File: src/source/arcade_io_pkg.sv
package arcade_io_pkg;

	// ==============================
	// Bus and strobe types
	// ==============================

	// Processor bus as seen by the I/O section, wr is the write level
	typedef struct packed {
		logic [15:0] addr;
		logic [7:0]  wdata;
		logic        wr;
	} cpu_bus_t;

	// One-hot selects, the *_wr strobes already carry the write level
	typedef struct packed {
		logic palette;
		logic scroll;
		logic watchdog;
		logic inputs;
		logic latch_wr;
		logic bank_wr;
		logic sound_on_wr;
		logic sound_cmd_wr;
	} io_sel_t;

	// Palette byte in BBGGGRRR order, red sits in the low bits
	typedef struct packed {
		logic [1:0] blue;
		logic [2:0] green;
		logic [2:0] red;
	} pal_fields_t;

	// The CPU sees the raw byte while scanout sees the colour fields
	typedef union packed {
		logic [7:0]  raw;
		pal_fields_t fields;
	} pal_word_u;

	typedef struct packed {
		logic [4:0] red;
		logic [4:0] green;
		logic [4:0] blue;
	} rgb_t;

	// Outputs of the LS259 main latch that the board still uses
	typedef struct packed {
		logic irq_en;
		logic stars_en;
		logic sound_mute;
		logic flip_x;
		logic flip_y;
	} latch_t;

	// ==============================
	// Address map
	// ==============================

	// Compared against addr[15:4]
	localparam logic [11:0] PAGE_PALETTE  = 12'h800;
	localparam logic [11:0] PAGE_SCROLL   = 12'h810;
	localparam logic [11:0] PAGE_WATCHDOG = 12'h812;
	localparam logic [11:0] PAGE_DSW2     = 12'h816;
	localparam logic [11:0] PAGE_IN0      = 12'h818;
	localparam logic [11:0] PAGE_IN1      = 12'h81A;
	localparam logic [11:0] PAGE_IN2      = 12'h81C;
	localparam logic [11:0] PAGE_DSW1     = 12'h81E;

	// Write-only ports, compared against addr[15:8]
	localparam logic [7:0] PAGE_LATCH     = 8'h82;
	localparam logic [7:0] PAGE_BANK      = 8'h83;
	localparam logic [7:0] PAGE_SOUND_ON  = 8'h86;
	localparam logic [7:0] PAGE_SOUND_CMD = 8'h87;

	// Pulled-up data bus value when nothing drives it
	localparam logic [7:0] OPEN_BUS = 8'hFF;

endpackage

File: src/source/bus_decoder.sv
`timescale 1ns/100ps

module bus_decoder (
	input  logic                   clk_49m,
	input  logic                   reset,
	input  arcade_io_pkg::cpu_bus_t bus_i,
	input  logic [7:0]             pal_rdata_i,
	input  logic [7:0]             scroll_rdata_i,
	input  logic [7:0]             controls_dip_i,
	output arcade_io_pkg::io_sel_t sel_o,
	output logic                   cen_6m_o,
	output logic                   cen_3m_o,
	output logic                   cs_dsw1_o,
	output logic                   cs_dsw2_o,
	output logic [7:0]             cpu_rdata_o
);
	import arcade_io_pkg::*;

	// ==============================
	// Clock enables
	// ==============================

	// 49.152 MHz divided by 8 and by 16
	logic [3:0] div;

	always_ff @(posedge clk_49m) begin
		if (!reset) begin
			div <= 4'd0;
		end else begin
			div <= div + 4'd1;
		end
	end

	// Both enables line up on the same edge once every 16 clocks
	assign cen_6m_o = (div[2:0] == 3'd0);
	assign cen_3m_o = (div == 4'd0);

	// ==============================
	// Address decode
	// ==============================

	logic [11:0] page;
	logic [7:0]  port;
	logic        cs_in0;
	logic        cs_in1;
	logic        cs_in2;

	assign page = bus_i.addr[15:4];
	assign port = bus_i.addr[15:8];

	// Switch pages are also exported, the sound board answers them
	assign cs_dsw1_o = (page == PAGE_DSW1);
	assign cs_dsw2_o = (page == PAGE_DSW2);
	assign cs_in0    = (page == PAGE_IN0);
	assign cs_in1    = (page == PAGE_IN1);
	assign cs_in2    = (page == PAGE_IN2);

	assign sel_o.palette  = (page == PAGE_PALETTE);
	assign sel_o.scroll   = (page == PAGE_SCROLL);
	assign sel_o.watchdog = (page == PAGE_WATCHDOG);
	assign sel_o.inputs   = cs_dsw1_o | cs_dsw2_o | cs_in0 | cs_in1 | cs_in2;

	// Write-only ports ignore the low address byte
	assign sel_o.latch_wr     = (port == PAGE_LATCH) & bus_i.wr;
	assign sel_o.bank_wr      = (port == PAGE_BANK) & bus_i.wr;
	assign sel_o.sound_on_wr  = (port == PAGE_SOUND_ON) & bus_i.wr;
	assign sel_o.sound_cmd_wr = (port == PAGE_SOUND_CMD) & bus_i.wr;

	// ==============================
	// CPU read data
	// ==============================

	// Same-cycle path from the address, priority follows the board
	always_comb begin
		if (sel_o.palette) begin
			cpu_rdata_o = pal_rdata_i;
		end else if (sel_o.scroll) begin
			cpu_rdata_o = scroll_rdata_i;
		end else if (sel_o.watchdog) begin
			cpu_rdata_o = OPEN_BUS;
		end else if (sel_o.inputs) begin
			cpu_rdata_o = controls_dip_i;
		end else begin
			// ROM and RAM regions live outside this block
			cpu_rdata_o = OPEN_BUS;
		end
	end

endmodule

File: src/source/io_registers.sv
`timescale 1ns/100ps

module io_registers (
	input  logic                    clk_49m,
	input  logic                    reset,
	input  arcade_io_pkg::cpu_bus_t bus_i,
	input  arcade_io_pkg::io_sel_t  sel_i,
	input  logic                    cen_6m_i,
	input  logic                    cen_3m_i,
	output logic [3:0]              bank_o,
	output logic [7:0]              scroll_o,
	output arcade_io_pkg::latch_t   latch_o
);
	import arcade_io_pkg::*;

	// Scroll byte is written on the pixel enable and read back by the CPU
	always_ff @(posedge clk_49m) begin
		if (cen_6m_i && sel_i.scroll && bus_i.wr) begin
			scroll_o <= bus_i.wdata;
		end
	end

	// Bank and latch sit on the slower 3 MHz enable
	always_ff @(posedge clk_49m) begin
		if (!reset) begin
			bank_o  <= 4'd0;
			latch_o <= '0;
		end else if (cen_3m_i) begin
			// Only nine banks are fitted, but the full nibble is kept
			if (sel_i.bank_wr) begin
				bank_o <= bus_i.wdata[3:0];
			end
			// LS259 addressable latch, A2..A0 pick the output and D0 is the value
			if (sel_i.latch_wr) begin
				case (bus_i.addr[2:0])
					3'd0: latch_o.irq_en     <= bus_i.wdata[0];
					3'd4: latch_o.stars_en   <= bus_i.wdata[0];
					3'd5: latch_o.sound_mute <= bus_i.wdata[0];
					3'd6: latch_o.flip_x     <= bus_i.wdata[0];
					3'd7: latch_o.flip_y     <= bus_i.wdata[0];
					// Q1 to Q3 drive coin counters and payout, not modelled
					default: begin
					end
				endcase
			end
		end
	end

endmodule

File: src/source/palette_file.sv
`timescale 1ns/100ps

module palette_file (
	input  logic                    clk_49m,
	input  arcade_io_pkg::cpu_bus_t bus_i,
	input  arcade_io_pkg::io_sel_t  sel_i,
	input  logic [3:0]              pixel_i,
	output logic [7:0]              rdata_o,
	output arcade_io_pkg::rgb_t     rgb_o
);
	import arcade_io_pkg::*;

	// Sixteen flops rather than a RAM so the CPU and scanout read at once
	pal_word_u pal_mem [16];
	pal_word_u pix_word;

	always_ff @(posedge clk_49m) begin
		if (sel_i.palette && bus_i.wr) begin
			pal_mem[bus_i.addr[3:0]].raw <= bus_i.wdata;
		end
	end

	// CPU read-back of the addressed entry
	assign rdata_o = pal_mem[bus_i.addr[3:0]].raw;

	// ==============================
	// Pixel to RGB
	// ==============================

	assign pix_word = pal_mem[pixel_i];

	// Widen to 5 bits by repeating the top bits so full scale stays full scale
	assign rgb_o.red   = {pix_word.fields.red, pix_word.fields.red[2:1]};
	assign rgb_o.green = {pix_word.fields.green, pix_word.fields.green[2:1]};
	// Blue has only 2 bits, so the pair appears twice plus its MSB
	assign rgb_o.blue  = {pix_word.fields.blue, pix_word.fields.blue,
		pix_word.fields.blue[1]};

endmodule

File: src/source/sound_strobes.sv
`timescale 1ns/100ps

module sound_strobes #(
	parameter int STRETCH_LEN = 16
) (
	input  logic                   clk_49m,
	input  logic                   reset,
	input  arcade_io_pkg::io_sel_t sel_i,
	output logic                   sound_cmd_o,
	output logic                   sound_irq_o
);
	// Counter must reach STRETCH_LEN
	localparam int CNT_W = $clog2(STRETCH_LEN + 1);

	logic [1:0] trig;
	logic [1:0] pulse;

	// Channel 0 is the command strobe, channel 1 the sound interrupt
	assign trig = {sel_i.sound_on_wr, sel_i.sound_cmd_wr};

	for (genvar g = 0; g < 2; g++) begin : g_stretch
		logic [CNT_W-1:0] cnt;
		logic             q;

		// Reload while the strobe lasts, drop the output once the count has run out
		always_ff @(posedge clk_49m) begin
			if (!reset) begin
				cnt <= '0;
				q   <= 1'b0;
			end else if (trig[g]) begin
				cnt <= CNT_W'(STRETCH_LEN);
				q   <= 1'b1;
			end else if (cnt != '0) begin
				cnt <= cnt - 1'b1;
			end else begin
				q <= 1'b0;
			end
		end

		assign pulse[g] = q;
	end

	// The sound board samples on its own 3 MHz enable, hence the stretch
	assign sound_cmd_o = pulse[0];
	assign sound_irq_o = pulse[1];

endmodule

File: src/source/vblank_irq.sv
`timescale 1ns/100ps

module vblank_irq (
	input  logic clk_49m,
	input  logic reset,
	input  logic cen_6m_i,
	input  logic vblank_i,
	input  logic irq_en_i,
	output logic irq_n_o
);
	logic vblank_q;
	logic frame_odd;

	// The game expects an interrupt on every other frame
	always_ff @(posedge clk_49m) begin
		if (!reset) begin
			vblank_q  <= 1'b0;
			frame_odd <= 1'b0;
			irq_n_o   <= 1'b1;
		end else if (cen_6m_i) begin
			vblank_q <= vblank_i;
			// Clearing the enable is also the acknowledge
			if (!irq_en_i) begin
				irq_n_o <= 1'b1;
			end else if (vblank_i && !vblank_q) begin
				frame_odd <= ~frame_odd;
				// Fire on the first edge of each pair, then hold low
				if (!frame_odd) begin
					irq_n_o <= 1'b0;
				end
			end
		end
	end

endmodule

File: src/source/tutankham_io_top.sv
`timescale 1ns/100ps

module tutankham_io_top #(
	parameter int STRETCH_LEN = 16
) (
	input  logic                    clk_49m,
	input  logic                    reset,
	input  arcade_io_pkg::cpu_bus_t bus_i,
	input  logic [7:0]              controls_dip_i,
	input  logic [3:0]              pixel_i,
	input  logic                    vblank_i,
	output logic [7:0]              cpu_rdata_o,
	output arcade_io_pkg::rgb_t     rgb_o,
	output logic [3:0]              bank_o,
	output arcade_io_pkg::latch_t   latch_o,
	output logic                    cs_dsw1_o,
	output logic                    cs_dsw2_o,
	output logic                    sound_cmd_o,
	output logic                    sound_irq_o,
	output logic                    irq_n_o
);
	import arcade_io_pkg::*;

	io_sel_t    sel;
	logic       cen_6m;
	logic       cen_3m;
	logic [7:0] pal_rdata;
	logic [7:0] scroll;

	// Decode, enables and read mux
	bus_decoder u_bus_decoder (
		.clk_49m(clk_49m), .reset(reset), .bus_i(bus_i),
		.pal_rdata_i(pal_rdata), .scroll_rdata_i(scroll),
		.controls_dip_i(controls_dip_i), .sel_o(sel),
		.cen_6m_o(cen_6m), .cen_3m_o(cen_3m),
		.cs_dsw1_o(cs_dsw1_o), .cs_dsw2_o(cs_dsw2_o),
		.cpu_rdata_o(cpu_rdata_o)
	);

	io_registers u_io_registers (
		.clk_49m(clk_49m), .reset(reset), .bus_i(bus_i), .sel_i(sel),
		.cen_6m_i(cen_6m), .cen_3m_i(cen_3m),
		.bank_o(bank_o), .scroll_o(scroll), .latch_o(latch_o)
	);

	palette_file u_palette_file (
		.clk_49m(clk_49m), .bus_i(bus_i), .sel_i(sel), .pixel_i(pixel_i),
		.rdata_o(pal_rdata), .rgb_o(rgb_o)
	);

	// Strobes toward the sound board
	sound_strobes #(.STRETCH_LEN(STRETCH_LEN)) u_sound_strobes (
		.clk_49m(clk_49m), .reset(reset), .sel_i(sel),
		.sound_cmd_o(sound_cmd_o), .sound_irq_o(sound_irq_o)
	);

	vblank_irq u_vblank_irq (
		.clk_49m(clk_49m), .reset(reset), .cen_6m_i(cen_6m),
		.vblank_i(vblank_i), .irq_en_i(latch_o.irq_en), .irq_n_o(irq_n_o)
	);

endmodule

File: config.mk
export PLATFORM = sky130hd
export DESIGN_NAME = tutankham_io_top
export DESIGN_NICKNAME = d
export VERILOG_FILES = /design/src/source/arcade_io_pkg.sv /design/src/source/bus_decoder.sv /design/src/source/io_registers.sv /design/src/source/palette_file.sv /design/src/source/sound_strobes.sv /design/src/source/vblank_irq.sv /design/src/source/tutankham_io_top.sv
export SDC_FILE = /design/constraint.sdc
export NUM_CORES = 1
export LEC_CHECK = 0
export BUFFER_PORTS_ARGS = -buffer_cell sky130_fd_sc_hd__buf_2
export CAP_MARGIN = 25
export CELL_PAD_IN_SITES_DETAIL_PLACEMENT = 1
export CELL_PAD_IN_SITES_GLOBAL_PLACEMENT = 1
export CORE_AREA = 10 10 126 185
export DETAILED_ROUTE_END_ITERATION = 10
export DIE_AREA = 0 0 136 195
export PLACE_DENSITY = 0.76
export SKIP_CTS_REPAIR_TIMING = 1
export SLEW_MARGIN = 15
export SYNTH_ARGS = -nofsm -noshare
export SYNTH_HDL_FRONTEND = slang
export SYNTH_SLANG_ARGS = --single-unit
File: constraint.sdc
create_clock -name clk_49m -period 2.4 [get_ports clk_49m]
set_input_delay 0.24 -clock clk_49m [delete_from_list [all_inputs] [get_ports clk_49m]]
set_output_delay 0.24 -clock clk_49m [all_outputs]
set_load 0.02 [all_outputs]
-- Yosys cells after proc, flatten, opt, wreduce, memory -nomap -nowiden
Memory sizes are Yosys's and may differ from the RTL's.
Index checks and enable logic that the tools add are counted.
- $add $sub $neg: 3
- eq/ne operators: 20
- muxes and demuxes: 17
- bitwise logic cells: 10
- reduce and logical (&&, ||, !) cells: 22
- operators with widths (kind ; count):
    == test 12 bit (second input constant) ; 8
    == test 8 bit (second input constant) ; 4
    2-to-1 mux 8 bit ; 4
    AND reduction 3 bit ; 7
    2-to-1 mux 5 bit ; 4
    == test 3 bit (second input constant) ; 4
    nonzero test 5 bit ; 2
    subtractor 5 x 1 -> 5 bit (second input constant) ; 2
    2-to-1 mux 1 bit ; 9
    zero test 3 bit ; 2
    != test 2 bit (second input constant) ; 3
    adder 4 x 1 -> 4 bit (second input constant) ; 1
    bitwise AND 1 bit ; 4
    logical AND 1 bit ; 4
    zero test 4 bit ; 1
    OR 1 bit ; 4
    nonzero test 2 bit ; 2
    OR reduction 2 bit ; 2
    != test 2 x 1 -> 1 bit (second input constant) ; 1
    inverter 1 bit ; 2
    AND reduction 2 bit ; 1
    zero test 1 bit ; 1
- flip-flop bits (word level): 36
- RAM bits: 128
- bits of input ports: 40
- output and inout bits: 37
- logic and storage cells: 90
- memories kept: 1
- memory list (name ; depth ; bits a word ; read ports ; clocked after memory_dff ; write ports ; RTL line ; RTL):
    u_palette_file.pal_mem ; 16 ; 8 ; 2 ; 0 ; 1 ; palette_file.sv:14 ; pal_word_u pal_mem [16];

-- Logic depth before layout (Yosys ltp)
- word-level depth: 9
- depth in mapped cells: 8
- depth with buffers taken out: 6

-- Modules after synthesis
Synthesis repeated with hierarchy kept, for this count alone.
- cell total of the unflattened synthesis: 482
- area total of the unflattened synthesis: 7815.0 µm²
- modules (own cells, without submodules) (module ; instances ; cells each ; area an instance (µm²) ; sequential area each (µm²)):
    palette_file ; 1 ; 302 ; 6024.5 ; 3843.7
    io_registers ; 1 ; 50 ; 623.1 ; 420.4
    bus_decoder ; 1 ; 63 ; 518.0 ; 80.1
    sound_strobes ; 1 ; 54 ; 515.5 ; 240.2
    vblank_irq ; 1 ; 13 ; 133.9 ; 60.1

-- Least setup slack after synthesis
Ideal clock, no wire load.
- kind: input to register
- start point: in bus_i[22] in the netlist's numbering
- end point: mem u_palette_file.pal_mem[12][0] in the netlist's numbering, enable pin
- library setup time: 0.395 ns
- data arrival time: 1.977 ns
- path slack: 0.028 ns
- stages on the path: 4
- cells stage by stage: nor4b_1 and4_1 nand2_1 nor4_1
- word-level cells in the longest chain between the ends: 4
- RTL lines (what ; RTL line ; RTL):
    start, declared ; tutankham_io_top.sv:8 ; input arcade_io_pkg::cpu_bus_t bus_i,
    == test 12 bit ; bus_decoder.sv:58 ; assign sel_o.palette = (page == PAGE_PALETTE);
    logical AND 1 bit ; palette_file.sv:18 ; if (sel_i.palette && bus_i.wr) begin
    2-to-1 mux 1 bit ; palette_file.sv:18 ;
    2-to-1 mux 1 bit (not written as such) ; palette_file.sv:19 ; pal_mem[bus_i.addr[3:0]].raw <= bus_i.wdata;
    end, declared ; palette_file.sv:14 ;
No other way between the ends.

==> run metrics <==
Synth cell types=between 50 and 60; clock latency at the later pin of the worst-skew pair=approximately 440 ps; RSZ-0062 raised after global routing=yes; Critical Path Source Type=flip-flop; Buffers on Ports=76; Final Setup Violations=12; slowest CP cell=mux4_4; mux cell area share after synthesis=21.54%; Die ar.=between 20000 and 30000 um2; cell family with most CP delay=multiplexers; Highest Clock Rate=a little under 0.4 GHz; largest family of logic cells by synthesized area=multiplexers; total iterations of the first detailed-routing run=4; clk buf depth=2; GR Util met2=33.21%; Die Span Y=~200 um; Power per Cell Area=slightly above 700 nW/um2; Seq. cell area=about 4600 um2; Hold Slack=about 70 ps; core region area=~20000 um2; FFs w/ async S/R, synth=0%; vias in the first global route=5829; violated checks=setup timing; total clock buffers created by CTS=17; htree depth=4; Vias/cell=5.864; first-pass GRT wire length=36000 um; crit end category=primary output; Setup CP Type=flip-flop to primary output; CP cell instances=mux4_4 -> a22oi_2 -> a21oi_2 -> or3_1 -> buf_6; Final Skew=~7.7 ps; critical path required time=2160 ps; TritonCTS clock tree=yes; total track usage=between 10% and 20%; Critical Path Max Stage Delay=640 ps; CTS clk-pin slew, worst paths=~70 ps; share of the synthesized area in the top cell type=51.88%; setup ws final=-132.3 ps; total power=around 6.9 mW; status=finished, violations left; Final GP Congestion=about 0.90; HPWL Detailed=between 15000 and 20000 um; vias post-DR=between 5000 and 6000; Placement Setup Slack=-26.02 ps; clock root buffer=clkbuf_16; #FFs+latches synth=about 160; post-synth top area cell=edfxtp_1; GR peak layer=met2; Clock Sinks=~160; number of synthesized flops with an enable pin=about 140; Multi-input gate area=~3000 um2; I/O pins=between 70 and 80; post-synthesis cell area=~7900 um2; Compound-Gate Fraction of Synth Area=under 10%; most frequent cell after synthesis=edfxtp_1; area grow syn2layout=20.23%; Worst Path Buf+Inv=1; wire length per cell=27.09 um; gr ovfl total=0; filler cell count=1952; sequential share of the synthesized area=between 50% and 60%; simple-gate share of the synthesized area=about 9.2%; post-synthesis xor/xnor area fraction=1.001%; Die Wd=approximately 140 um; Antenna Violating Nets Remaining=0; Slew Limit Fails=0; Syn Inst Count=roughly 500; grt met1 use=approximately 18%; standard-cell row count=64; Pleak=about 3.4 nW; Initial Util=39.17%; Final nets=around 660; drt drc=0; setup TNS=-654.2 ps; met3 usage=under 10%; actual slew at the worst max-slew pin=around 570 ps; arrival time at the worst endpoint=2290 ps; yosys warns=0; Synth top cells by count=136 x edfxtp_1, 55 x mux4_2, 28 x dfxtp_1, 28 x nor2_1, 22 x nand2_1; adder-cell share of the synthesized area=less than 1%; Final Hold Vio Count=0; Worst Path Max Fanout=2; maximum capacitance violations=0; min cycle time layout=~2500 ps; largest net degree at the start of global routing=33; slew margin rel.=61.21%; Hold Crit Class=input pin to flip-flop; share of layout cells above drive strength 1=38.24%; Post-Route WL=roughly 24000 um; Peak VDD IR=approximately 0.56 mV; synth top area cells=edfxtp_1 52%, mux4_2 16%, dfxtp_1 7.1%; initial antenna violation count=3; Net Count, Synth=between 500 and 600; period utilisation layout=105.5%; Iter 0 DRT Violations=between 300 and 400; syn avg cell area=roughly 16 um2; Synth Flop Type=edfxtp_1
final timing paths:
kind | from | slack (ps) | depth (start not counted) | endpoint
worst min register to register | u_sound_strobes.sound_irq_o | 470 | 2 | u_sound_strobes.sound_irq_o
worst max-delay path | u_palette_file.pal_mem[15][1] | -130 | 5 | cpu_rdata_o[1]
worst min-delay path | vblank_i | 70 | 3 | u_vblank_irq.vblank_q
worst max register to register | u_bus_decoder.div[0] | 570 | 6 | u_io_registers.latch_o[0]
worst register-to-register path, stage by stage (launching register included):
cell and delay [ps]:
dfxtp_1 340, inv_1 60, ha_1 170, nor2b_1 330, and4_1 480, nand4_1 180, mux2i_1 160
routing by layer:
metal  part of all wire [%]  wire length [um]  up-vias
met3                    5.3              1270       68
met2                     56             13590      195
met1                     33              7933     2712
li1                       -                 -     2248
met4                    5.5              1331        2
met5                  0.029                 7        -
state kept, by name, indices dropped and copies added (netlist names):
name / cells
u_sound_strobes.g_stretch.cnt: 10
u_io_registers.latch_o: 5
u_sound_strobes.sound_cmd_o: 1
u_vblank_irq.frame_odd: 1
u_io_registers.scroll_o: 8
u_bus_decoder.div: 4
u_sound_strobes.sound_irq_o: 1
u_vblank_irq.irq_n_o: 1
u_io_registers.bank_o: 4
u_vblank_irq.vblank_q: 1
u_palette_file.pal_mem: 128
logic make-up after synthesis:
logic type	Yosys count
simple gates	131
flops	164
fa+ha+maj	6
buf+inv	48
compound gates	56
xor+xnor	9
mux	85
placed cells by master, fill, tap and decap left out, types with 13 or more instances in the layout:
master	count
edfxtp_1	136
buf_2	68
mux4_2	55
buf_4	50
nor2_1	28
dfxtp_1	28
nand2_1	22
mux2i_1	20
clkbuf_16	19
inv_1	13
a21oi_1	13
metrics by stage:
step / utilization, % / cells / cell area (um2)
floorplan: - / 499 / 7873
global placement: 43.59 / 853 / 8761
detailed placement: 43.59 / 853 / 8761
CTS: 46.40 / 885 / 9326
global route: 47.09 / 891 / 9465
finish: 47.09 / 891 / 9465
power breakdown:
part	internal (mW)	leakage (nW)	switching (mW)	total (mW)
logic	0.446	1.63	0.560	1.01
registers	3.17	1.45	0.0821	3.25
clock network	1.48	0.289	1.12	2.60
layout make-up:
type | instances | area share, %
diodes | 2 | 0.05288
clock buffers | 22 | 5.261
clock inverters | 10 | 0.7138
inverters | 13 | 0.5155
multi-input cells | 287 | 31.75
flip-flops and latches | 164 | 49.07
well taps | 264 | 3.490
repair buffers | 129 | 9.147
Power figures use the tool's default switching activity.
